`src/hdl/lab_pkg.sv`:
```
package lab_pkg;

	// clk cycles per tick, small for simulation
	// a board build raises this to the board clock rate
	localparam int TICK_DIV = 16;

	// last up count before wrapping to zero
	localparam int COUNT_MAX = 99;

	// datapath widths
	localparam int ALU_W = 4;
	localparam int SHIFT_W = 32;

	typedef enum logic [2:0] {
		OP_ADD,
		OP_SUB,
		OP_NOT,
		OP_AND,
		OP_OR,
		OP_XOR,
		OP_LESS,
		OP_EQUAL
	} alu_op_e;

	// run detector states, one chain per sample value
	typedef enum logic [3:0] {
		S_IDLE,
		S_ZERO1,
		S_ZERO2,
		S_ZERO3,
		S_ZERO4,
		S_ONE1,
		S_ONE2,
		S_ONE3,
		S_ONE4
	} det_state_e;

endpackage

```
`src/hdl/alu_if.sv`:
```
`timescale 1ns/1ps

interface alu_if;
	import lab_pkg::*;

	alu_op_e op;
	logic [ALU_W-1:0] a;
	logic [ALU_W-1:0] b;
	logic [ALU_W-1:0] res;
	logic zero;
	logic carry;
	logic overflow;

	// operand side
	modport ctrl (
		output op, a, b,
		input res, zero, carry, overflow
	);

	// execution side
	modport alu (
		input op, a, b,
		output res, zero, carry, overflow
	);

endinterface

```
`src/hdl/alu_4bit.sv`:
```
`timescale 1ns/1ps

module alu_4bit (
	alu_if.alu bus
);
	import lab_pkg::*;

	logic [ALU_W:0] sum;
	logic [ALU_W-1:0] res;
	logic carry;
	logic overflow;
	logic lt;

	// signed compare for OP_LESS
	assign lt = $signed(bus.a) < $signed(bus.b);

	always_comb begin
		sum = '0;
		res = '0;
		carry = 1'b0;
		overflow = 1'b0;
		case (bus.op)
			OP_ADD: begin
				sum = {1'b0, bus.a} + {1'b0, bus.b};
				res = sum[ALU_W-1:0];
				carry = sum[ALU_W];
				// same-sign operands, result sign flipped
				overflow = (bus.a[ALU_W-1] == bus.b[ALU_W-1]) &&
				           (res[ALU_W-1] != bus.a[ALU_W-1]);
			end
			OP_SUB: begin
				// a + ~b + 1, carry set means no borrow
				sum = {1'b0, bus.a} + {1'b0, ~bus.b} + 1'b1;
				res = sum[ALU_W-1:0];
				carry = sum[ALU_W];
				overflow = (bus.a[ALU_W-1] != bus.b[ALU_W-1]) &&
				           (res[ALU_W-1] != bus.a[ALU_W-1]);
			end
			OP_NOT: begin
				res = ~bus.a;
			end
			OP_AND: begin
				res = bus.a & bus.b;
			end
			OP_OR: begin
				res = bus.a | bus.b;
			end
			OP_XOR: begin
				res = bus.a ^ bus.b;
			end
			OP_LESS: begin
				res = {{(ALU_W-1){1'b0}}, lt};
			end
			OP_EQUAL: begin
				res = {{(ALU_W-1){1'b0}}, (bus.a == bus.b)};
			end
			default: begin
				res = '0;
			end
		endcase
	end

	assign bus.res = res;
	assign bus.carry = carry;
	assign bus.overflow = overflow;
	assign bus.zero = (res == '0);

endmodule

```
`src/hdl/barrel_shifter.sv`:
```
`timescale 1ns/1ps

module barrel_shifter (
	input logic [lab_pkg::SHIFT_W-1:0] data,
	input logic [$clog2(lab_pkg::SHIFT_W)-1:0] shamt,
	input logic left,
	input logic arith,
	output logic [lab_pkg::SHIFT_W-1:0] q
);
	import lab_pkg::*;

	logic [SHIFT_W-1:0] stage [0:$clog2(SHIFT_W)];
	logic [SHIFT_W-1:0] data_rev;
	logic [SHIFT_W-1:0] out_rev;
	logic fill;

	// left shifts go through the right shifter on reversed bits
	assign fill = arith & ~left & data[SHIFT_W-1];

	genvar g;
	generate
		for (g = 0; g < SHIFT_W; g++) begin : g_rev
			assign data_rev[g] = data[SHIFT_W-1-g];
			assign out_rev[g] = stage[$clog2(SHIFT_W)][SHIFT_W-1-g];
		end
	endgenerate

	assign stage[0] = left ? data_rev : data;

	// stage g shifts by 2**g when its shamt bit is set
	generate
		for (g = 0; g < $clog2(SHIFT_W); g++) begin : g_stage
			assign stage[g+1] = shamt[g] ?
				{{(1 << g){fill}}, stage[g][SHIFT_W-1:(1 << g)]} : stage[g];
		end
	endgenerate

	assign q = left ? out_rev : stage[$clog2(SHIFT_W)];

endmodule

```
`src/hdl/lab_top.sv`:
```
`timescale 1ns/1ps

module lab_top (
	input logic clk,
	input logic rst,
	input logic counter_en,
	input logic rand_in,
	input logic state_machine_clr,
	input logic [2:0] alu_fnselec,
	input logic [lab_pkg::ALU_W-1:0] alu_a,
	input logic [lab_pkg::ALU_W-1:0] alu_b,
	input logic [lab_pkg::SHIFT_W-1:0] sft_rgtr_data,
	input logic [4:0] sft_rgtr_shamt,
	input logic sft_rgtr_l_or_r,
	input logic sft_rgtr_a_or_l,
	output logic timer_out,
	output logic [7:0] inc_counter_out,
	output logic [2:0] dec_counter_out,
	output logic [7:0] seg0,
	output logic [7:0] seg1,
	output logic state_machine_out,
	output logic [lab_pkg::ALU_W-1:0] alu_res,
	output logic alu_zero,
	output logic alu_carry,
	output logic alu_overflow,
	output logic [lab_pkg::SHIFT_W-1:0] sft_out_q
);
	import lab_pkg::*;

	logic tick;
	logic [7:0] up_count;
	logic [2:0] down_count;

	alu_if alu_bus ();

	// timed path
	tick_timer u_timer (
		.clk(clk),
		.rst(rst),
		.tick(tick)
	);

	tick_counters u_counters (
		.clk(clk),
		.rst(rst),
		.tick(tick),
		.en(counter_en),
		.up_count(up_count),
		.down_count(down_count)
	);

	seg_display u_seg (
		.clk(clk),
		.rst(rst),
		.count(up_count),
		.seg0(seg0),
		.seg1(seg1)
	);

	seq_detector u_det (
		.clk(clk),
		.rst(rst),
		.tick(tick),
		.clr(state_machine_clr),
		.din(rand_in),
		.match(state_machine_out)
	);

	assign timer_out = tick;
	assign inc_counter_out = up_count;
	assign dec_counter_out = down_count;

	// operand side of the alu bus
	assign alu_bus.op = alu_op_e'(alu_fnselec);
	assign alu_bus.a = alu_a;
	assign alu_bus.b = alu_b;

	alu_4bit u_alu (
		.bus(alu_bus.alu)
	);

	assign alu_res = alu_bus.res;
	assign alu_zero = alu_bus.zero;
	assign alu_carry = alu_bus.carry;
	assign alu_overflow = alu_bus.overflow;

	barrel_shifter u_shifter (
		.data(sft_rgtr_data),
		.shamt(sft_rgtr_shamt),
		.left(sft_rgtr_l_or_r),
		.arith(sft_rgtr_a_or_l),
		.q(sft_out_q)
	);

endmodule

```
`src/hdl/seg_display.sv`:
```
`timescale 1ns/1ps

module seg_display (
	input logic clk,
	input logic rst,
	input logic [7:0] count,
	output logic [7:0] seg0,
	output logic [7:0] seg1
);

	logic [7:0] tens;
	logic [7:0] units;

	// active-low pattern, bit 0 is segment a, dp kept dark
	function automatic logic [7:0] digit_seg(input logic [7:0] digit);
		logic [7:0] pat;
		case (digit)
			8'd0: pat = 8'hC0;
			8'd1: pat = 8'hF9;
			8'd2: pat = 8'hA4;
			8'd3: pat = 8'hB0;
			8'd4: pat = 8'h99;
			8'd5: pat = 8'h92;
			8'd6: pat = 8'h82;
			8'd7: pat = 8'hF8;
			8'd8: pat = 8'h80;
			8'd9: pat = 8'h90;
			// blank for anything out of range
			default: pat = 8'hFF;
		endcase
		return pat;
	endfunction

	// decimal split of the count
	always_comb begin
		tens = count / 8'd10;
		units = count % 8'd10;
	end

	// units digit
	always_ff @(posedge clk) begin
		if (rst) begin
			seg0 <= 8'hC0;
		end else begin
			seg0 <= digit_seg(units);
		end
	end

	// tens digit
	always_ff @(posedge clk) begin
		if (rst) begin
			seg1 <= 8'hC0;
		end else begin
			seg1 <= digit_seg(tens);
		end
	end

endmodule

```
`src/hdl/seq_detector.sv`:
```
`timescale 1ns/1ps

module seq_detector (
	input logic clk,
	input logic rst,
	input logic tick,
	input logic clr,
	input logic din,
	output logic match
);
	import lab_pkg::*;

	det_state_e state;
	det_state_e state_nxt;

	// clr wins over tick
	always_ff @(posedge clk) begin
		if (rst || clr) begin
			state <= S_IDLE;
		end else if (tick) begin
			state <= state_nxt;
		end
	end

	// an opposite sample starts the other run
	always_comb begin
		state_nxt = state;
		case (state)
			S_IDLE:  state_nxt = din ? S_ONE1 : S_ZERO1;
			S_ZERO1: state_nxt = din ? S_ONE1 : S_ZERO2;
			S_ZERO2: state_nxt = din ? S_ONE1 : S_ZERO3;
			S_ZERO3: state_nxt = din ? S_ONE1 : S_ZERO4;
			// hold while the run goes on
			S_ZERO4: state_nxt = din ? S_ONE1 : S_ZERO4;
			S_ONE1:  state_nxt = din ? S_ONE2 : S_ZERO1;
			S_ONE2:  state_nxt = din ? S_ONE3 : S_ZERO1;
			S_ONE3:  state_nxt = din ? S_ONE4 : S_ZERO1;
			S_ONE4:  state_nxt = din ? S_ONE4 : S_ZERO1;
			default: state_nxt = S_IDLE;
		endcase
	end

	// moore output, decoded from state only
	assign match = (state == S_ZERO4) || (state == S_ONE4);

endmodule

```
`src/hdl/tick_counters.sv`:
```
`timescale 1ns/1ps

module tick_counters (
	input logic clk,
	input logic rst,
	input logic tick,
	input logic en,
	output logic [7:0] up_count,
	output logic [2:0] down_count
);
	import lab_pkg::*;

	logic step;
	logic up_wrap;

	// both counters move together
	assign step = tick & en;

	assign up_wrap = (up_count == COUNT_MAX[7:0]);

	// decimal up counter, 0 to COUNT_MAX
	always_ff @(posedge clk) begin
		if (rst) begin
			up_count <= 8'd0;
		end else if (step) begin
			if (up_wrap) begin
				up_count <= 8'd0;
			end else begin
				up_count <= up_count + 1'b1;
			end
		end
	end

	// 3-bit down counter, 0 rolls over to 7 naturally
	always_ff @(posedge clk) begin
		if (rst) begin
			down_count <= 3'd0;
		end else if (step) begin
			down_count <= down_count - 1'b1;
		end
	end

endmodule

```
`src/hdl/tick_timer.sv`:
```
`timescale 1ns/1ps

module tick_timer (
	input logic clk,
	input logic rst,
	output logic tick
);
	import lab_pkg::*;

	// counts TICK_DIV down to 1, one extra bit so TICK_DIV itself fits
	logic [$clog2(TICK_DIV):0] cnt;

	always_ff @(posedge clk) begin
		if (rst) begin
			cnt <= TICK_DIV[$clog2(TICK_DIV):0];
		end else if (tick) begin
			cnt <= TICK_DIV[$clog2(TICK_DIV):0];
		end else begin
			cnt <= cnt - 1'b1;
		end
	end

	// last count of the period
	assign tick = (cnt == {{$clog2(TICK_DIV){1'b0}}, 1'b1});

endmodule

```
`config.mk`:
```
export PLATFORM = sky130hd
export DESIGN_NAME = lab_top
export DESIGN_NICKNAME = d
export VERILOG_FILES = /design/src/hdl/lab_pkg.sv /design/src/hdl/alu_if.sv /design/src/hdl/alu_4bit.sv /design/src/hdl/barrel_shifter.sv /design/src/hdl/lab_top.sv /design/src/hdl/seg_display.sv /design/src/hdl/seq_detector.sv /design/src/hdl/tick_counters.sv /design/src/hdl/tick_timer.sv
export SDC_FILE = /design/constraint.sdc
export NUM_CORES = 1
export LEC_CHECK = 0
export BUFFER_PORTS_ARGS = -buffer_cell sky130_fd_sc_hd__buf_4
export CAP_MARGIN = 30
export CORE_MARGIN = 10
export CORE_UTILIZATION = 30
export DETAILED_ROUTE_END_ITERATION = 16
export PLACE_DENSITY = 0.52
export SLEW_MARGIN = 15
export SYNTH_ARGS = -nofsm -noshare
export SYNTH_HDL_FRONTEND = slang
export SYNTH_SLANG_ARGS = --single-unit
```
`constraint.sdc`:
```
create_clock -name clk -period 11.1 [get_ports clk]
set_input_delay 3.33 -clock clk [delete_from_list [all_inputs] [get_ports clk]]
set_output_delay 3.33 -clock clk [all_outputs]
set_load 0.02 [all_outputs]
```
==> metrics.txt, run 1 <==
setup_tns 0 ns; # rows 51; Min-Delay Path Class reg -> reg; Syn Inst Count 752; first-pass GRT wire length 29.7 mm; synth unique cells 91; Worst R2R End u_seg.seg0[3]$_SDFF_PP0_; reg2reg path depth 10; maximum VDD drop 0.0000651 V; Vias/cell 5.32; syn_area_per_cell 7.78 um2; Ports 123; clk_skew 0.00540 ns; Longest Clk Path Bufs 2; asr flop ratio synth 0%; crit-path max FO 25; Period Utilization, post-route 84.4%; H-tree Lvls 2; CP endpoint kind output pin; top_reg_cell synth dfxtp_1; final instance area 0.00697 mm2; Setup crit start sft_rgtr_shamt[2]; Worst Path Arrival 6.03 ns; dpl cells 1080; n_diodes 0; Logic pwr share 48.8%; CTS root buffer clkbuf_16; Switching Share 38.0%; Resized cells post-CTS 0; DRC Markers 0; die area 0.0255 mm2; largest net degree at the start of global routing 58; run status complete, no violations; r2r setup slk 8.10 ns; synth warn 0; Synth Area in Adders 7.01%; Synth Area in Compound Gates 23.6%; Max Cap Violations 0; post-synthesis register bit count 34; pre-CTS setup slack 1.74 ns; Antenna Nets Post-Route 0; Fin. Hold Viols 0; Rel. slew slack 41.2%; Final Critical Period 9.36 ns; routed len/inst 16.8 um; worst hold stages 1; Clock Latency Late Sink 0.28 ns; part of the power in registers 25.0%; Setup crit end sft_out_q[23]; Critical Path Start Type input pin; PD cells 76.3 mW/mm2; hold_buf cts 0; Required @ worst endpoint 7.77 ns; Layout area overhead 19.2%; worst r2r src u_counters.up_count[4]$_SDFFE_PP0P_; vias in the first global route 5517; fmax 107 MHz; Non-Filler Instances 1088; switching pwr 0.202 mW; Final HPWL DP 14.3 mm; Inserted Clock Buffers 5; antenna violations before repair 0; total number of vias 5785; share of cells above drive strength 1 25.2%; core footprint 0.0193 mm2; Die Ht 160 um; Setup CP Type in -> out; CTS tree built; Final Wtd Congestion 0.851; RSZ-0062 raised after global routing false; simple-gate share of the synthesized area 22.1%; clock-pin slew on the worst setup and hold paths 0.06 ns; CTS Sinks 34; XOR/XNOR Fraction of Synth Area 3.57%; Internal 0.330 mW; register area share after synthesis 11.6%; Leakage 2.88 nW; DIE WIDTH 160 um; final hold slack 0.497 ns; DRT Pass-1 Iters 5; gr ovfl total 0; post-synthesis mux area share 24.3%; Initial Utilization 30.3%; final setup vio count 0; setup bufs post-CTS 0; routed wire length 18.3 mm; final number of max-transition violations 0; 1st-iter DRT viols 384; setup ws final 1.74 ns; Post-synth EDFFs 0; fillers 2039; Area after DPL 0.00682 mm2; main combinational cell family by area after synthesis multiplexers; Slew @ Worst Pin 0.876 ns; port buffer count 120; NumNets Final 907; Clk network pwr share 26.2%; GRT Util Overall 13.6%; synthesized cell area 0.00585 mm2
## cells in the final DEF, fill, tap and decap left out, types with 8 or more instances in the layout
cell type,instances
buf_4,126
a31oi_1,8
dfxtp_1,34
mux2_2,9
mux2i_1,51
a21oi_1,58
xor2_1,8
nand2_1,55
xnor2_1,14
nand2b_1,15
nor3_1,20
o21ai_1,13
ha_1,28
nor2_1,103
inv_1,29
o22ai_1,9
nand3_1,14
o21ai_0,50
mux4_2,36
## cell type report
type	instances	area, um2	area share [%]
Clock buffer	6	139	1.99
Clock inverter	2	12.5	0.179
Inverter	32	120	1.72
Multi-Input combinational cell	622	4720	67.7
Sequential cell	34	681	9.76
Tap cell	265	332	4.76
Timing Repair Buffer	127	966	13.9
## synthesized netlist by cell type, types with 3 or more instances
| cell type | number | area share [%] |
|---|---|---|
| and3_1 | 3 | 0.32 |
| a221o_1 | 5 | 0.86 |
| nor4_1 | 3 | 0.32 |
| buf_6 | 6 | 1.2 |
| nand3_1 | 14 | 1.2 |
| ha_1 | 28 | 6.0 |
| xnor2_1 | 14 | 2.1 |
| or3_1 | 5 | 0.53 |
| o22ai_1 | 9 | 0.96 |
| nor2_1 | 103 | 6.6 |
| nand2b_1 | 15 | 1.6 |
| o32ai_1 | 3 | 0.45 |
| o31ai_1 | 3 | 0.38 |
| clkbuf_1 | 38 | 2.4 |
| buf_1 | 3 | 0.19 |
| inv_1 | 29 | 1.9 |
| a21o_1 | 5 | 0.64 |
| and2_1 | 5 | 0.53 |
| dfxtp_1 | 34 | 12 |
| nor3_1 | 20 | 1.7 |
| nand3b_1 | 7 | 0.90 |
| a211oi_1 | 7 | 0.90 |
| nand2_1 | 55 | 3.5 |
| buf_4 | 8 | 1.0 |
| buf_2 | 10 | 0.86 |
| mux2i_1 | 51 | 8.7 |
| a31oi_1 | 8 | 0.86 |
| xor2_1 | 8 | 1.2 |
| clkinv_1 | 3 | 0.19 |
| o21ai_1 | 13 | 1.1 |
| mux2_2 | 9 | 1.7 |
| o21ai_0 | 50 | 4.3 |
| mux4_2 | 36 | 14 |
| nand4_1 | 4 | 0.43 |
| nor2b_1 | 3 | 0.32 |
| o21a_1 | 7 | 0.90 |
| a22oi_1 | 6 | 0.77 |
| a21oi_1 | 58 | 5.0 |
## through the flow
| step | utilization, % | power (mW) |
|---|---|---|
| after CTS | 36.1 | 0.537 |
| after global placement | 35.2 | 0.394 |
| final | 36.1 | 0.532 |
| after detailed placement | 35.3 | 0.395 |
| after floorplan | - | 0.308 |
| after global routing | 36.1 | 0.566 |
## power groups by stage
| stage | combinational (mW) | sequential [mW] | clock (mW) |
|---|---|---|---|
| after floorplan | 0.173 | 0.135 | 0 |
| after detailed placement | 0.260 | 0.135 | 0 |
| after CTS | 0.260 | 0.133 | 0.143 |
| after global placement | 0.259 | 0.136 | 0 |
| after global routing | 0.285 | 0.134 | 0.147 |
| final | 0.259 | 0.133 | 0.140 |
## cell families after synthesis
family / after synthesis
flip-flops: 34
XOR/XNOR: 23
adder cells (fa/ha/maj): 32
other: 1
buffers and inverters: 97
AND/OR/NAND/NOR: 261
AO/OA/AOI/OAI: 208
multiplexers: 96
## worst max-delay path, cell delays in order
cell and delay, ns:
buf_4 0.24, clkinv_1 0.76, mux2_2 0.57, mux2i_1 0.31, nand2_1 0.09, o21ai_0 0.13, nor2_1 0.06, a31oi_1 0.24
mux2i_1 0.12, buf_4 0.17
## state kept, by name, indices dropped and copies added (netlist names)
register	flops
u_counters.up_count	8
u_timer.cnt	5
u_seg.seg0	7
u_det.state	4
u_counters.down_count	3
u_seg.seg1	7
## how the worst min path moves through the flow
stage	startpoint	to	slack (ns)
after global placement	u_timer.cnt[0]$_SDFF_PP0_	u_timer.cnt[0]$_SDFF_PP0_	0.49
after floorplan	u_timer.cnt[0]$_SDFF_PP0_	u_timer.cnt[0]$_SDFF_PP0_	0.46
after global routing	u_timer.cnt[0]$_SDFF_PP0_	u_timer.cnt[0]$_SDFF_PP0_	0.52
after detailed placement	u_timer.cnt[0]$_SDFF_PP0_	u_timer.cnt[0]$_SDFF_PP0_	0.50
after CTS	u_timer.cnt[0]$_SDFF_PP0_	u_timer.cnt[0]$_SDFF_PP0_	0.51
final	u_timer.cnt[0]$_SDFF_PP0_	u_timer.cnt[0]$_SDFF_PP0_	0.50
## metal layers
layer  routed length [um]  track usage (%)
met1                 7770             16.7
met2                 9260             24.1
met3                 1070             2.88
met4                  176             2.53
met5                    0                0
(Power assumes the default switching activity.)
==> inputs of run 2 (changes only) <==
Clock period 11.1 ns to 9.4 ns, I/O delays scaled along.
==> run 2 against run 1 <==
Net effect: die area did not move; hold slack better by 0.0048 ns; flip-flop and latch count unchanged; global-route usage rose by 0.10 points; clock-buffer cell count is 1 lower; register-to-register slack got worse by 1.8 ns; power up 15%; clock skew about the same; combinational power up 18%.
==> metrics.txt, run 2 (same netlist as run 1, synthesis figures left out) <==
run status complete, no violations; core footprint 0.0193 mm2; Final Critical Period 8.23 ns; GRT Util Overall 13.7%; Fin. Hold Viols 0; # rows 51; crit-path max FO 53; Longest Clk Path Bufs 2; PD cells 88.4 mW/mm2; M1 GR Usage 16.7%; DRC Markers 0; Layout area overhead 18.8%; Min-Delay Path Class reg -> reg; port buffer count 120; clock-pin slew on the worst setup and hold paths 0.05 ns; Final Wtd Congestion 0.876; GRT busiest layer met2; r2r setup slk 6.34 ns; gr ovfl total 0; Inserted Clock Buffers 5; CTS tree built; max reg flops 8; Antenna Nets Post-Route 0; commonest non-fill, non-tap cell in the layout buf_4; clk_skew 0.00513 ns; dpl cells 1081; H-tree Lvls 2; Rel. slew slack 49.7%; Clock Latency Late Sink 0.27 ns; Leakage 2.87 nW; 1st-iter DRT viols 418; fmax 122 MHz; Final HPWL DP 14.4 mm; NumNets Final 908; Initial Utilization 30.3%; met2 Use GR 24.2%; final setup vio count 0; Slew @ Worst Pin 0.753 ns; Die Ht 160 um; CTS root buffer clkbuf_16; final number of max-transition violations 0; DRT Pass-1 Iters 5; Reg with most FFs u_counters.up_count; routed wire length 18.3 mm; total number of vias 5759; commonest non-fill, non-tap cells in the layout 128 x buf_4, 103 x nor2_1, 58 x a21oi_1; Ports 123; routed len/inst 16.8 um; Required @ worst endpoint 6.58 ns; setup bufs post-CTS 0; Worst Path Arrival 5.41 ns; CTS Sinks 34; die area 0.0255 mm2; share of cells above drive strength 1 25.2%; setup_tns 0 ns; antenna violations before repair 0; n_diodes 0; vias in the first global route 5621; Period Utilization, post-route 87.5%; Setup CP Type in -> out; first-pass GRT wire length 30.0 mm; largest net degree at the start of global routing 54; biggest regs u_counters.up_count x8, u_seg.seg0 x7, u_seg.seg1 x7; Resized cells post-CTS 0; hold_buf cts 0; maximum VDD drop 0.0000675 V; met3 Usage GRT 2.39%; Vias/cell 5.29; Max Cap Violations 0; DIE WIDTH 160 um; CP endpoint kind output pin; RSZ-0062 raised after global routing false; Critical Path Start Type input pin; Non-Filler Instances 1088
-- run 2: cell count changes in the layout (fill, tap and decap cells not counted), sizes merged --
cell | before | now
clkinvlp | 1 | 0
clkinv | 4 | 5
clkbuf | 6 | 5
buf | 127 | 128
-- run 2: final timing paths --
check / from / end / depth (start not counted)
max: sft_rgtr_l_or_r / sft_out_q[26] / 10
min: u_timer.cnt[0]$_SDFF_PP0_ / u_timer.cnt[0]$_SDFF_PP0_ / 1
max reg2reg: u_counters.up_count[4]$_SDFFE_PP0P_ / u_seg.seg0[3]$_SDFF_PP0_ / 10
min reg2reg: u_timer.cnt[0]$_SDFF_PP0_ / u_timer.cnt[0]$_SDFF_PP0_ / 1
-- run 2: layer usage --
metal  vias up  routed length, um
li1       2893                  -
met1      2688               7730
met2       158               9220
met3        20                921
met4         0                399
met5         -                  0
-- run 2: power by group --
part,total [mW],internal [mW],switching [mW]
Sequential,0.157,0.151,0.00602
Clock,0.151,0.0954,0.0558
Combinational,0.306,0.133,0.172
-- run 2: final cells by class --
type / count / area (um2)
timing repair buffer: 128 / 961
clock inverter: 2 / 10.0
sequential: 34 / 681
clock buffer: 5 / 125
multi-input combinational: 622 / 4720
fill: 2061 / 12400
inverter: 32 / 120
tap: 265 / 332
-- run 2: stage by stage --
step | total power [mW] | hold WS [ns] | worst slack (ns) | util [%] | instance area (um2)
2_1_floorplan | 0.364 | 0.457 | 1.66 | - | 5850
3_3_place_gp | 0.466 | 0.490 | 1.21 | 35.2 | 6820
3_5_place_dp | 0.467 | 0.499 | 1.15 | 35.2 | 6820
4_1_cts | 0.623 | 0.512 | 1.14 | 35.9 | 6950
5_1_grt | 0.658 | 0.519 | 0.841 | 35.9 | 6950
6_report | 0.614 | 0.502 | 1.17 | 35.9 | 6950
-- run 2: worst max-delay path, stage by stage --
cell	delay, ns
buf_4	0.42
buf_4	0.55
nand2_1	0.14
o32ai_2	0.20
nor2_1	0.07
nor2_1	0.18
o21ai_1	0.11
mux4_2	0.52
a22oi_1	0.21
buf_4	0.17
